**src/logic/sysctrl_pkg.sv**
```systemverilog
`default_nettype none

package sysctrl_pkg;

    typedef logic [3:0]  axi_addr_t;     // Register byte address.
    typedef logic [31:0] axi_data_t;     // Register data word.
    typedef logic [1:0]  axi_resp_t;     // AXI response code.

    localparam axi_resp_t resp_okay   = 2'b00;
    localparam axi_resp_t resp_slverr = 2'b10;

    // Sequencer cycle counter, room for ~146 ms at 114.5 MHz.
    typedef logic [23:0] reset_count_t;

    typedef logic [31:0] phi_count_t;    // Phi rising edge counter.

    // Register map.
    localparam axi_addr_t reg_ctrl_addr      = 4'h0;  // Turbo and reset request.
    localparam axi_addr_t reg_status_addr    = 4'h4;  // Read-only status bits.
    localparam axi_addr_t reg_phi_count_addr = 4'h8;  // Read-only phi count.

    // Reset sequencer states.
    typedef enum logic [1:0] {
        seq_drive,      // Pulling the bus reset low.
        seq_release,    // Let go, waiting for the line to rise.
        seq_stretch,    // Bus is free, core still held.
        seq_run         // Core running.
    } seq_state_t;

endpackage

`default_nettype wire

```
**src/logic/reset_sync.sv**
```systemverilog
`timescale 1ns/1ps
`default_nettype none

module reset_sync #(
    parameter int SYNC_STAGES = 2
) (
    input  logic sysclk,
    input  logic ext_reset_synced,
    input  logic async_n,       // Asynchronous, active low.
    output logic sync_high      // Synchronized, active high.
);

    logic [SYNC_STAGES-1:0] chain;  // Metastability chain.

    // Preset to all ones, the bus counts as held in reset at power-up.
    always_ff @(posedge sysclk) begin
        if (ext_reset_synced) begin
            chain <= '1;
        end else begin
            chain <= {chain[SYNC_STAGES-2:0], ~async_n};  // Shift in inverted line.
        end
    end

    assign sync_high = chain[SYNC_STAGES-1];  // Last stage only.

    // A single flop gives no settling time.
    a_sync_stages: assert property (@(posedge sysclk) SYNC_STAGES >= 2);

endmodule

`default_nettype wire

```
**src/logic/reset_sequencer.sv**
```systemverilog
`timescale 1ns/1ps
`default_nettype none

module reset_sequencer #(
    parameter int EXT_RESET_CYCLES  = 16_777_215,
    parameter int CORE_RESET_CYCLES = 16
) (
    input  logic sysclk,
    input  logic ext_reset_synced,
    input  logic reset_req,         // One-cycle request from the host.
    input  logic bus_reset_low,     // Bus reset seen low, synchronized.
    output logic ebus_reset_drive,  // 1 pulls the bus reset low.
    output logic core_reset         // Internal core reset, active high.
);

    localparam sysctrl_pkg::reset_count_t ext_last =
        sysctrl_pkg::reset_count_t'(EXT_RESET_CYCLES - 1);
    localparam sysctrl_pkg::reset_count_t core_last =
        sysctrl_pkg::reset_count_t'(CORE_RESET_CYCLES - 1);

    sysctrl_pkg::seq_state_t   state;
    sysctrl_pkg::reset_count_t count;   // Shared by drive and stretch.

    always_ff @(posedge sysclk) begin
        if (ext_reset_synced) begin
            state <= sysctrl_pkg::seq_drive;  // Power-up starts with a bus reset.
            count <= '0;
        end else if (reset_req) begin
            state <= sysctrl_pkg::seq_drive;  // Restart from any state.
            count <= '0;
        end else begin
            case (state)
                sysctrl_pkg::seq_drive: begin
                    if (count == ext_last) begin
                        state <= sysctrl_pkg::seq_release;
                        count <= '0;
                    end else begin
                        count <= count + 1'b1;
                    end
                end

                // Unbounded wait, any other device may still hold the line.
                sysctrl_pkg::seq_release: begin
                    if (!bus_reset_low) begin
                        state <= sysctrl_pkg::seq_stretch;
                        count <= sysctrl_pkg::reset_count_t'(1);  // This cycle counts.
                    end
                end

                sysctrl_pkg::seq_stretch: begin
                    if (bus_reset_low) begin
                        state <= sysctrl_pkg::seq_release;  // Line pulled again.
                        count <= '0;
                    end else if (count >= core_last) begin
                        state <= sysctrl_pkg::seq_run;
                        count <= '0;
                    end else begin
                        count <= count + 1'b1;
                    end
                end

                sysctrl_pkg::seq_run: begin
                    if (bus_reset_low) begin
                        state <= sysctrl_pkg::seq_release;  // Peer reset, hold the core.
                    end
                end

                default: begin
                    state <= sysctrl_pkg::seq_drive;
                    count <= '0;
                end
            endcase
        end
    end

    // Both outputs decode straight from the state register.
    assign ebus_reset_drive = (state == sysctrl_pkg::seq_drive);
    assign core_reset       = (state != sysctrl_pkg::seq_run);

    // The bus is never pulled while the core runs, drive never leads straight to run.
    a_no_drive_in_run: assert property (
        @(posedge sysclk) disable iff (ext_reset_synced)
        ebus_reset_drive |=> core_reset);

    // A low bus line holds the core from the next cycle on.
    a_core_held: assert property (
        @(posedge sysclk) disable iff (ext_reset_synced)
        bus_reset_low |=> core_reset);

endmodule

`default_nettype wire

```
**src/logic/phi_divider.sv**
```systemverilog
`timescale 1ns/1ps
`default_nettype none

module phi_divider (
    input  logic                    sysclk,
    input  logic                    ext_reset_synced,
    input  logic                    core_reset,    // Clears only the edge counter.
    input  logic                    turbo,         // 1 halves the phi period.
    output logic                    ebus_phi,
    output sysctrl_pkg::phi_count_t phi_count
);

    logic       phi;        // Phi level.
    logic [1:0] prescale;   // Sysclk cycles into the half period.
    logic [1:0] terminal;   // Last prescale value before a toggle.
    logic       toggle;
    logic       phi_rise;

    // 4 cycles per half period, or 2 in turbo.
    assign terminal = turbo ? 2'd1 : 2'd3;

    // >= catches a prescaler already past a lowered terminal.
    assign toggle   = (prescale >= terminal);
    assign phi_rise = toggle && !phi;  // Low to high next cycle.

    // Phi keeps running through core reset, the bus needs its clock then.
    always_ff @(posedge sysclk) begin
        if (ext_reset_synced) begin
            phi      <= 1'b0;
            prescale <= 2'd0;
        end else if (toggle) begin
            phi      <= !phi;
            prescale <= 2'd0;
        end else begin
            prescale <= prescale + 2'd1;
        end
    end

    always_ff @(posedge sysclk) begin
        if (ext_reset_synced || core_reset) begin
            phi_count <= '0;  // Restarts after every core reset.
        end else if (phi_rise) begin
            phi_count <= phi_count + 1'b1;
        end
    end

    assign ebus_phi = phi;

    // Past the terminal only right after a switch into turbo.
    a_prescale_range: assert property (
        @(posedge sysclk) disable iff (ext_reset_synced)
        (prescale > terminal) |-> $rose(turbo));

endmodule

`default_nettype wire

```
**src/logic/sysctrl_regs.sv**
```systemverilog
`timescale 1ns/1ps
`default_nettype none

module sysctrl_regs (
    input  logic                    sysclk,
    input  logic                    ext_reset_synced,

    // AXI4-Lite write address and data.
    input  sysctrl_pkg::axi_addr_t  s_awaddr,
    input  logic                    s_awvalid,
    output logic                    s_awready,
    input  sysctrl_pkg::axi_data_t  s_wdata,
    input  logic [3:0]              s_wstrb,
    input  logic                    s_wvalid,
    output logic                    s_wready,

    // Write response.
    output sysctrl_pkg::axi_resp_t  s_bresp,
    output logic                    s_bvalid,
    input  logic                    s_bready,

    // Read address and data.
    input  sysctrl_pkg::axi_addr_t  s_araddr,
    input  logic                    s_arvalid,
    output logic                    s_arready,
    output sysctrl_pkg::axi_data_t  s_rdata,
    output sysctrl_pkg::axi_resp_t  s_rresp,
    output logic                    s_rvalid,
    input  logic                    s_rready,

    // Status sources.
    input  logic                    bus_reset_low,
    input  logic                    ebus_reset_drive,
    input  logic                    core_reset,
    input  sysctrl_pkg::phi_count_t phi_count,

    output logic                    turbo,
    output logic                    reset_req     // One-cycle pulse.
);

    logic                   wr_ready;   // Drives both awready and wready.
    logic                   wr_hs;
    logic                   wr_mapped;
    logic                   rd_hs;
    logic                   rd_mapped;
    sysctrl_pkg::axi_data_t rd_mux;
    sysctrl_pkg::axi_data_t status;

    assign status = {28'd0, turbo, ebus_reset_drive, bus_reset_low, core_reset};

    // Write side. Address and data are taken together.
    assign wr_hs     = wr_ready && s_awvalid && s_wvalid;
    assign wr_mapped = (s_awaddr == sysctrl_pkg::reg_ctrl_addr)
                    || (s_awaddr == sysctrl_pkg::reg_status_addr)
                    || (s_awaddr == sysctrl_pkg::reg_phi_count_addr);

    always_ff @(posedge sysclk) begin
        if (ext_reset_synced) begin
            wr_ready  <= 1'b0;
            s_bvalid  <= 1'b0;
            s_bresp   <= sysctrl_pkg::resp_okay;
            turbo     <= 1'b0;
            reset_req <= 1'b0;
        end else begin
            // Single-cycle ready, held off while a response waits.
            wr_ready  <= s_awvalid && s_wvalid && !s_bvalid && !wr_ready;
            reset_req <= 1'b0;
            if (wr_hs) begin
                s_bvalid <= 1'b1;
                s_bresp  <= wr_mapped ? sysctrl_pkg::resp_okay : sysctrl_pkg::resp_slverr;
                if (s_awaddr == sysctrl_pkg::reg_ctrl_addr && s_wstrb[0]) begin
                    turbo     <= s_wdata[0];
                    reset_req <= s_wdata[1];  // Write-one, never stored.
                end
            end else if (s_bready) begin
                s_bvalid <= 1'b0;
            end
        end
    end

    assign s_awready = wr_ready;
    assign s_wready  = wr_ready;

    // Read side.
    assign rd_hs = s_arready && s_arvalid;

    always_comb begin
        rd_mux    = '0;     // Unmapped reads return zero.
        rd_mapped = 1'b1;
        case (s_araddr)
            sysctrl_pkg::reg_ctrl_addr:      rd_mux = {31'd0, turbo};  // Bit 1 reads 0.
            sysctrl_pkg::reg_status_addr:    rd_mux = status;
            sysctrl_pkg::reg_phi_count_addr: rd_mux = phi_count;
            default:                         rd_mapped = 1'b0;
        endcase
    end

    always_ff @(posedge sysclk) begin
        if (ext_reset_synced) begin
            s_arready <= 1'b0;
            s_rvalid  <= 1'b0;
            s_rresp   <= sysctrl_pkg::resp_okay;
        end else begin
            s_arready <= s_arvalid && !s_rvalid && !s_arready;
            if (rd_hs) begin
                s_rvalid <= 1'b1;
                s_rresp  <= rd_mapped ? sysctrl_pkg::resp_okay : sysctrl_pkg::resp_slverr;
            end else if (s_rready) begin
                s_rvalid <= 1'b0;
            end
        end
    end

    // Read data is payload, captured at the handshake.
    always_ff @(posedge sysclk) begin
        if (rd_hs) begin
            s_rdata <= rd_mux;
        end
    end

    a_bvalid_hold: assert property (
        @(posedge sysclk) disable iff (ext_reset_synced)
        s_bvalid && !s_bready |=> s_bvalid && $stable(s_bresp));

    a_rvalid_hold: assert property (
        @(posedge sysclk) disable iff (ext_reset_synced)
        s_rvalid && !s_rready |=> s_rvalid && $stable(s_rdata) && $stable(s_rresp));

endmodule

`default_nettype wire

```
**src/logic/sysctrl_top.sv**
```systemverilog
`timescale 1ns/1ps
`default_nettype none

module sysctrl_top #(
    parameter int EXT_RESET_CYCLES  = 16_777_215,  // About 146 ms at 114.5 MHz.
    parameter int CORE_RESET_CYCLES = 16,
    parameter int SYNC_STAGES       = 2
) (
    input  logic                    sysclk,
    input  logic                    ext_reset_synced,

    // Expansion bus.
    output logic                    ebus_reset_drive,  // 1 pulls the line low.
    input  logic                    ebus_reset_n_in,   // Line as seen on the pad.
    output logic                    ebus_phi,

    output logic                    core_reset,

    // AXI4-Lite slave.
    input  sysctrl_pkg::axi_addr_t  s_awaddr,
    input  logic                    s_awvalid,
    output logic                    s_awready,
    input  sysctrl_pkg::axi_data_t  s_wdata,
    input  logic [3:0]              s_wstrb,
    input  logic                    s_wvalid,
    output logic                    s_wready,
    output sysctrl_pkg::axi_resp_t  s_bresp,
    output logic                    s_bvalid,
    input  logic                    s_bready,
    input  sysctrl_pkg::axi_addr_t  s_araddr,
    input  logic                    s_arvalid,
    output logic                    s_arready,
    output sysctrl_pkg::axi_data_t  s_rdata,
    output sysctrl_pkg::axi_resp_t  s_rresp,
    output logic                    s_rvalid,
    input  logic                    s_rready
);

    logic                    reset_req;      // Host reset request pulse.
    logic                    turbo;
    logic                    bus_reset_low;  // Synced bus reset, any driver.
    sysctrl_pkg::phi_count_t phi_count;

    // Bus line back into sysclk.
    reset_sync #(
        .SYNC_STAGES (SYNC_STAGES)
    ) i_reset_sync (
        .sysclk           (sysclk),
        .ext_reset_synced (ext_reset_synced),
        .async_n          (ebus_reset_n_in),
        .sync_high        (bus_reset_low)
    );

    reset_sequencer #(
        .EXT_RESET_CYCLES  (EXT_RESET_CYCLES),
        .CORE_RESET_CYCLES (CORE_RESET_CYCLES)
    ) i_reset_sequencer (
        .sysclk           (sysclk),
        .ext_reset_synced (ext_reset_synced),
        .reset_req        (reset_req),
        .bus_reset_low    (bus_reset_low),
        .ebus_reset_drive (ebus_reset_drive),
        .core_reset       (core_reset)
    );

    phi_divider i_phi_divider (
        .sysclk           (sysclk),
        .ext_reset_synced (ext_reset_synced),
        .core_reset       (core_reset),
        .turbo            (turbo),
        .ebus_phi         (ebus_phi),
        .phi_count        (phi_count)
    );

    sysctrl_regs i_sysctrl_regs (
        .sysclk           (sysclk),
        .ext_reset_synced (ext_reset_synced),
        .s_awaddr         (s_awaddr),
        .s_awvalid        (s_awvalid),
        .s_awready        (s_awready),
        .s_wdata          (s_wdata),
        .s_wstrb          (s_wstrb),
        .s_wvalid         (s_wvalid),
        .s_wready         (s_wready),
        .s_bresp          (s_bresp),
        .s_bvalid         (s_bvalid),
        .s_bready         (s_bready),
        .s_araddr         (s_araddr),
        .s_arvalid        (s_arvalid),
        .s_arready        (s_arready),
        .s_rdata          (s_rdata),
        .s_rresp          (s_rresp),
        .s_rvalid         (s_rvalid),
        .s_rready         (s_rready),
        .bus_reset_low    (bus_reset_low),
        .ebus_reset_drive (ebus_reset_drive),
        .core_reset       (core_reset),
        .phi_count        (phi_count),
        .turbo            (turbo),
        .reset_req        (reset_req)
    );

endmodule

`default_nettype wire

```
**config.mk**
```make
export PLATFORM = sky130hd
export DESIGN_NAME = sysctrl_top
export DESIGN_NICKNAME = d
export VERILOG_FILES = /design/src/logic/sysctrl_pkg.sv /design/src/logic/reset_sync.sv /design/src/logic/reset_sequencer.sv /design/src/logic/phi_divider.sv /design/src/logic/sysctrl_regs.sv /design/src/logic/sysctrl_top.sv
export SDC_FILE = /design/constraint.sdc
export NUM_CORES = 1
export LEC_CHECK = 0
export CAP_MARGIN = 10
export CORE_MARGIN = 5
export CORE_UTILIZATION = 55
export DETAILED_ROUTE_END_ITERATION = 7
export DONT_BUFFER_PORTS = 1
export HOLD_SLACK_MARGIN = 0.12
export MAX_ROUTING_LAYER = met4
export PLACE_DENSITY = 0.71
export SYNTH_ARGS = -nofsm -noshare
export SYNTH_HDL_FRONTEND = slang
export SYNTH_SLANG_ARGS = --single-unit
```
**constraint.sdc**
```tcl
create_clock -name sysclk -period 3.6 [get_ports sysclk]
set_clock_uncertainty 0.2 [all_clocks]
set_input_delay 0.9 -clock sysclk [delete_from_list [all_inputs] [get_ports sysclk]]
set_output_delay 0.9 -clock sysclk [all_outputs]
set_load 0.02 [all_outputs]
```
# Yosys cells after proc, flatten, opt, wreduce, memory -nomap -nowiden
# Cells that the tools add are included.
# Widths: inputs -> output; s select.
# classes
mul	0
shifts	0
eq_ne	13
addsub	3
n_div	0
n_bitwise	3
order_cmp	2
n_reduce_logical	31
mux	20
# ops
cell	count
$mux 24	4
$pmux 32 s3	1
$pmux 24 s3	1
$add 32x1->32 const B	1
$add 24x1->24 const B	1
$eq 24x24->1 const B	1
$ge 24x4->1 const B	1
$mux 2	8
$logic_and 1x1->1	10
$eq 4x3->1 const B	2
$eq 4x4->1 const B	2
$logic_not 4->1	2
$ne 2x2->1 const B	4
$pmux 2 s4	1
$reduce_or 3->1	2
$logic_not 1->1	5
$mux 1	5
$eq 2x2->1 const B	2
$reduce_and 2->1	2
$reduce_and 4->1	1
$reduce_bool 2->1	2
$reduce_or 2->1	2
$logic_or 1x1->1	3
$ne 3x2->1 const B	1
6 further kinds	8
# totals
n_memories	0
wordCells	87
regBits	105
in_bits	52
out_inout_bits	44
mem_bits_rw	0
latchBits	0
rom_bits	0

# Longest topological paths before layout
# logic_depth
depth_word	4
depth_mapped	8
mapped_depth_nobuf	7

# Modules after synthesis
# From an unflattened synthesis, not the netlist that was laid out.
# hier_totals
cells_unflattened	473
area_unflattened_um2	4765.8
# modules_own_cells
mod	cells_per_inst	area_per_inst_um2	n_inst	seq_area_each_um2
sysctrl_regs	113	1641.6	1	1121.1
phi_divider	189	1636.6	1	700.7
reset_sequencer	167	1435.1	1	520.5
reset_sync	4	52.6	1	40.0

# Least setup slack after synthesis
# No wires, ideal clock.
# synth_path
path_kind	register to register
startpoint	register i_sysctrl_regs.turbo
endpoint	register i_phi_divider.phi_count[31]
required_ns	3.330
path_buffers	2
slack_ns	0.926
setup_ns	0.070
period_less_slack_ns	2.674
path_stages_with_launch	9
arrival_time_ns	2.404
path_cell_list	dfxtp_1 > ha_1 > a21oi_2 > or4b_4 > buf_6 > or4_1 > clkbuf_2 > or3_1 > a21oi_1
# synth_via
elab_chain_cells	3
# synth_lines
element	line	rtl
start: declaration	sysctrl_regs.sv:37	output logic turbo,
start signal: assignment	sysctrl_regs.sv:72	turbo <= s_wdata[0];
$mux 2	phi_divider.sv:20	assign terminal = turbo ? 2'd1 : 2'd3;
$ge 2x2->1	phi_divider.sv:23	assign toggle = (prescale >= terminal);
$logic_and 1x1->1	phi_divider.sv:24	assign phi_rise = toggle && !phi;
end signal: assignment	phi_divider.sv:43	phi_count <= phi_count + 1'b1;
end: declaration	phi_divider.sv:10	output sysctrl_pkg::phi_count_t phi_count
# No other way between the ends.
# A chain may end at the register's enable or synchronous reset.

# Worst setup path after layout
# Same ends and word-level chain as after synthesis.

==> results.yml <==
cells_and_area:
  fillers: 718
  n_antenna_cell: 0
  fin_util: 0.588
  drive_gt1_frac: 0.0560
  nNetsFinal: 520
  syn_to_final_growth_pct: 6.20
die:
  num_rows: 33
  coreArea_mm2: 0.00809
  die_x_um: 100
  start_util: 0.554
  die_area_mm2: 0.0101
  pin_count: 96
  die_y_um: 100
drt:
  avgRoutedWirePerCell_um: 14.0
  drtIter0Drc: 97
  via_per_inst: 5.55
  wl_um: 7940
  num_vias: 3157
  drt_first_pass_iters: 4
  drcViolationCount: 0
  ant_nets: 0
clocking:
  cts_resized: 0
  cts.sinks: 103
  clkTransAtPathRegs_ns: 0.09
  clock-root-buffer: "clkbuf_8"
  cts.path.max_buffers: 2
  cts_setup_buffers: 0
  cts_tree: "built"
  ctsHoldBuffers: 0
  cts_buffers: 9
  htreeDepth: 3
  clk-insertion-delay-late_ns: 0.35
timing:
  layout_setup_ws_ns: 0.785
  hold_viol: 0
  period_share: 0.782
  fin_setup_tns_ns: 0
  layout_min_cycle_time_ns: 2.82
  hold_ws_ns: 0.219
  finalSetupViolations: 0
  tightest_slew_ns: 0.615
  slew_headroom: 0.584
  fmax_mhz: 355
  rsz0062_at_grt: "no"
  slew_viol_final: 0
setup_path:
  cp_data_arrival_time_ns: 2.90
  reg2reg_slack_ns: 0.78
  ff2ff_path_depth: 6
  crit_path_start_kind: "register"
  cp.required_ns: 3.69
  r2r_start: "i_sysctrl_regs.turbo"
  rr_endpoint: "i_phi_divider.phi_count[31]"
  slowest_stage: "or4_1"
  cpLargestDelayFamily: "simple AND/OR/NAND/NOR gates"
  worstPathCellList: "ha_1, a21oi_2, or4b_4, or4_1, or3_1, a21oi_1"
  cp-end-kind: "register"
  cp.buffers_inverters: 0
  crit_path_max_incr_delay_ns: 0.64
  crit_type: "reg -> reg"
  critical_path.max_fanout: 10
grt:
  grt_max_degree: 35
  use_met1: 0.210
  antenna_found_initial: 0
  grt_overflow_total: 0
  grt_use_met2: 0.273
  grt_pass1_wl_um: 13700
  grt_use_met3: 0.0445
  grt_pass1_vias: 3020
  track_usage: 0.169
  grt-busiest-layer: "met2"
place:
  port-buffer-count: 0
  dp.final_hpwl_um: 5540
  place_ws_ns: 0.819
  gp_congestion: 0.845
yosys:
  syn_avg_cell_area_um2: 9.75
  yosys_warnings: 0
  synth_seq_area_share: 0.531
  ys_seq_elements: 103
  syn_inst: 460
  syn_area_mm2: 0.00448
  ys_types: 42
pwr:
  ir_worst_vdd_mv: 0.192
  power_density_mw_per_mm2: 410
  leakage_nw: 1.61
min_path:
  min_to: "i_reset_sync.chain[1]"
  min-delay-start: "i_reset_sync.chain[0]"
  worstHoldPathCells: 1
  min_path_type: "reg -> reg"
job:
  drv_cap: 0
run_status:
  status: "completed"
-- state kept, by name, indices dropped and copies added, names as in the netlist, 2 cells and up --
| name | cells |
|---|---|
| i_reset_sync.chain | 2 |
| i_reset_sequencer.count | 24 |
| i_phi_divider.prescale | 2 |
| i_reset_sequencer.state | 2 |
| i_phi_divider.phi_count | 32 |
| i_sysctrl_regs.s_rdata | 32 |
-- worst reg2reg max path, stage by stage, from the launching register on --
cell and delay, ns:
dfxtp_1 0.36, ha_1 0.32, a21oi_2 0.10, or4b_4 0.60
or4_1 0.64, or3_1 0.39, a21oi_1 0.14
-- cells by family (layout without fill, tap and decap cells) --
| logic type | after synthesis | count (layout) | synth area share |
|---|---|---|---|
| xor gates and xnor gates | 43 | 43 | 0.0840 |
| DFF | 103 | 103 | 0.531 |
| muxes | 3 | 3 | 0.00670 |
| and+or+nand+nor | 223 | 223 | 0.260 |
| AOI/OAI and AO/OA | 45 | 45 | 0.0614 |
| adders and majority gates | 8 | 8 | 0.0223 |
| other | 1 | 2 | 0.000836 |
| buffers and inverters | 34 | 37 | 0.0329 |
-- Yosys cell counts --
cell | instances | area [µm²]
a211oi_1 | 4 | 30.0
a21o_1 | 1 | 7.51
a21oi_1 | 18 | 90.1
a21oi_2 | 1 | 8.76
a221oi_1 | 1 | 8.76
a22oi_1 | 3 | 22.5
a31o_2 | 1 | 8.76
a32oi_1 | 1 | 8.76
and2_1 | 29 | 181
and3_1 | 10 | 62.6
and4_1 | 7 | 61.3
buf_1 | 1 | 3.75
buf_4 | 3 | 22.5
buf_6 | 1 | 11.3
clkbuf_1 | 12 | 45.0
clkbuf_2 | 1 | 5.00
conb_1 | 1 | 3.75
dfxtp_1 | 71 | 1420
edfxtp_1 | 32 | 961
ha_1 | 8 | 100
inv_1 | 16 | 60.1
mux2i_1 | 3 | 30.0
nand2_1 | 29 | 109
nand2b_1 | 4 | 25.0
nand3_1 | 20 | 100
nand4_1 | 14 | 87.6
nor2_1 | 60 | 225
nor2b_1 | 5 | 31.3
nor3_1 | 11 | 55.1
nor3b_1 | 1 | 7.51
nor4_1 | 15 | 93.8
nor4b_1 | 2 | 17.5
o211ai_1 | 2 | 15.0
o21ai_0 | 11 | 55.1
o221a_2 | 1 | 11.3
o31a_1 | 1 | 8.76
or2_2 | 2 | 12.5
or3_1 | 11 | 68.8
or4_1 | 2 | 15.0
or4b_4 | 1 | 13.8
xnor2_1 | 20 | 175
xor2_1 | 23 | 201
-- report_power, final --
group	internal, W	leakage [nW]	switching, W	total [W]
logic	0.0000148	0.594	0.0000259	0.0000407
registers	0.00120	0.922	0.0000177	0.00122
clock network	0.000320	0.0965	0.000372	0.000692
total	0.00154	1.61	0.000416	0.00195
-- cells in the final DEF, fill, tap and decap left out, drive strengths merged, types with 3 or more instances in the layout --
cell type / instances
nor4: 15
and2: 29
o21ai: 11
mux2i: 3
buf: 6
or3: 11
nand2b: 4
and3: 10
edfxtp: 32
clkbuf: 10
nor2b: 5
a21oi: 19
clkinv: 3
nand3: 20
nor2: 60
nor3: 11
a22oi: 3
ha: 8
xor2: 23
nand2: 29
inv: 17
a211oi: 4
and4: 7
xnor2: 20
dfxtp: 71
nand4: 14
-- metal layers --
metal | wire (µm) | part of all wire
met4 | 85 | 0.011
met2 | 3760 | 0.47
met5 | 0 | 0
met3 | 328 | 0.041
met1 | 3770 | 0.47
-- cell type report --
class                      count  area [µm²]  share of cell area
sequential                   103        2380               0.500
multi-input combinational    324        1960               0.411
tap                          105         131              0.0276
clock buffer                  10         128              0.0268
inverter                      16        60.1              0.0126
clock inverter                 5        57.6              0.0121
timing repair buffer           6        45.0             0.00946
-- through the flow --
step	cell area, µm²	total power, W	instances
after floorplan	4490	0.00128	461
after global placement	4580	0.00129	554
after detailed placement	4580	0.00129	554
after CTS	4760	0.00198	569
after global routing	4760	0.00204	569
final	4760	0.00195	569
-- how the worst max path moves through the flow --
stage	cells after the start	to	from	slack, ns
6_report	6	i_phi_divider.phi_count[31]	i_sysctrl_regs.turbo	0.78
5_1_grt	6	i_phi_divider.phi_count[31]	i_sysctrl_regs.turbo	0.61
3_3_place_gp	6	i_phi_divider.phi_count[31]	i_sysctrl_regs.turbo	0.85
2_1_floorplan	8	i_phi_divider.phi_count[31]	i_sysctrl_regs.turbo	0.93
3_5_place_dp	6	i_phi_divider.phi_count[31]	i_sysctrl_regs.turbo	0.82
4_1_cts	6	i_phi_divider.phi_count[31]	i_sysctrl_regs.turbo	0.79
Note: power is estimated with default switching activity, not from simulation.
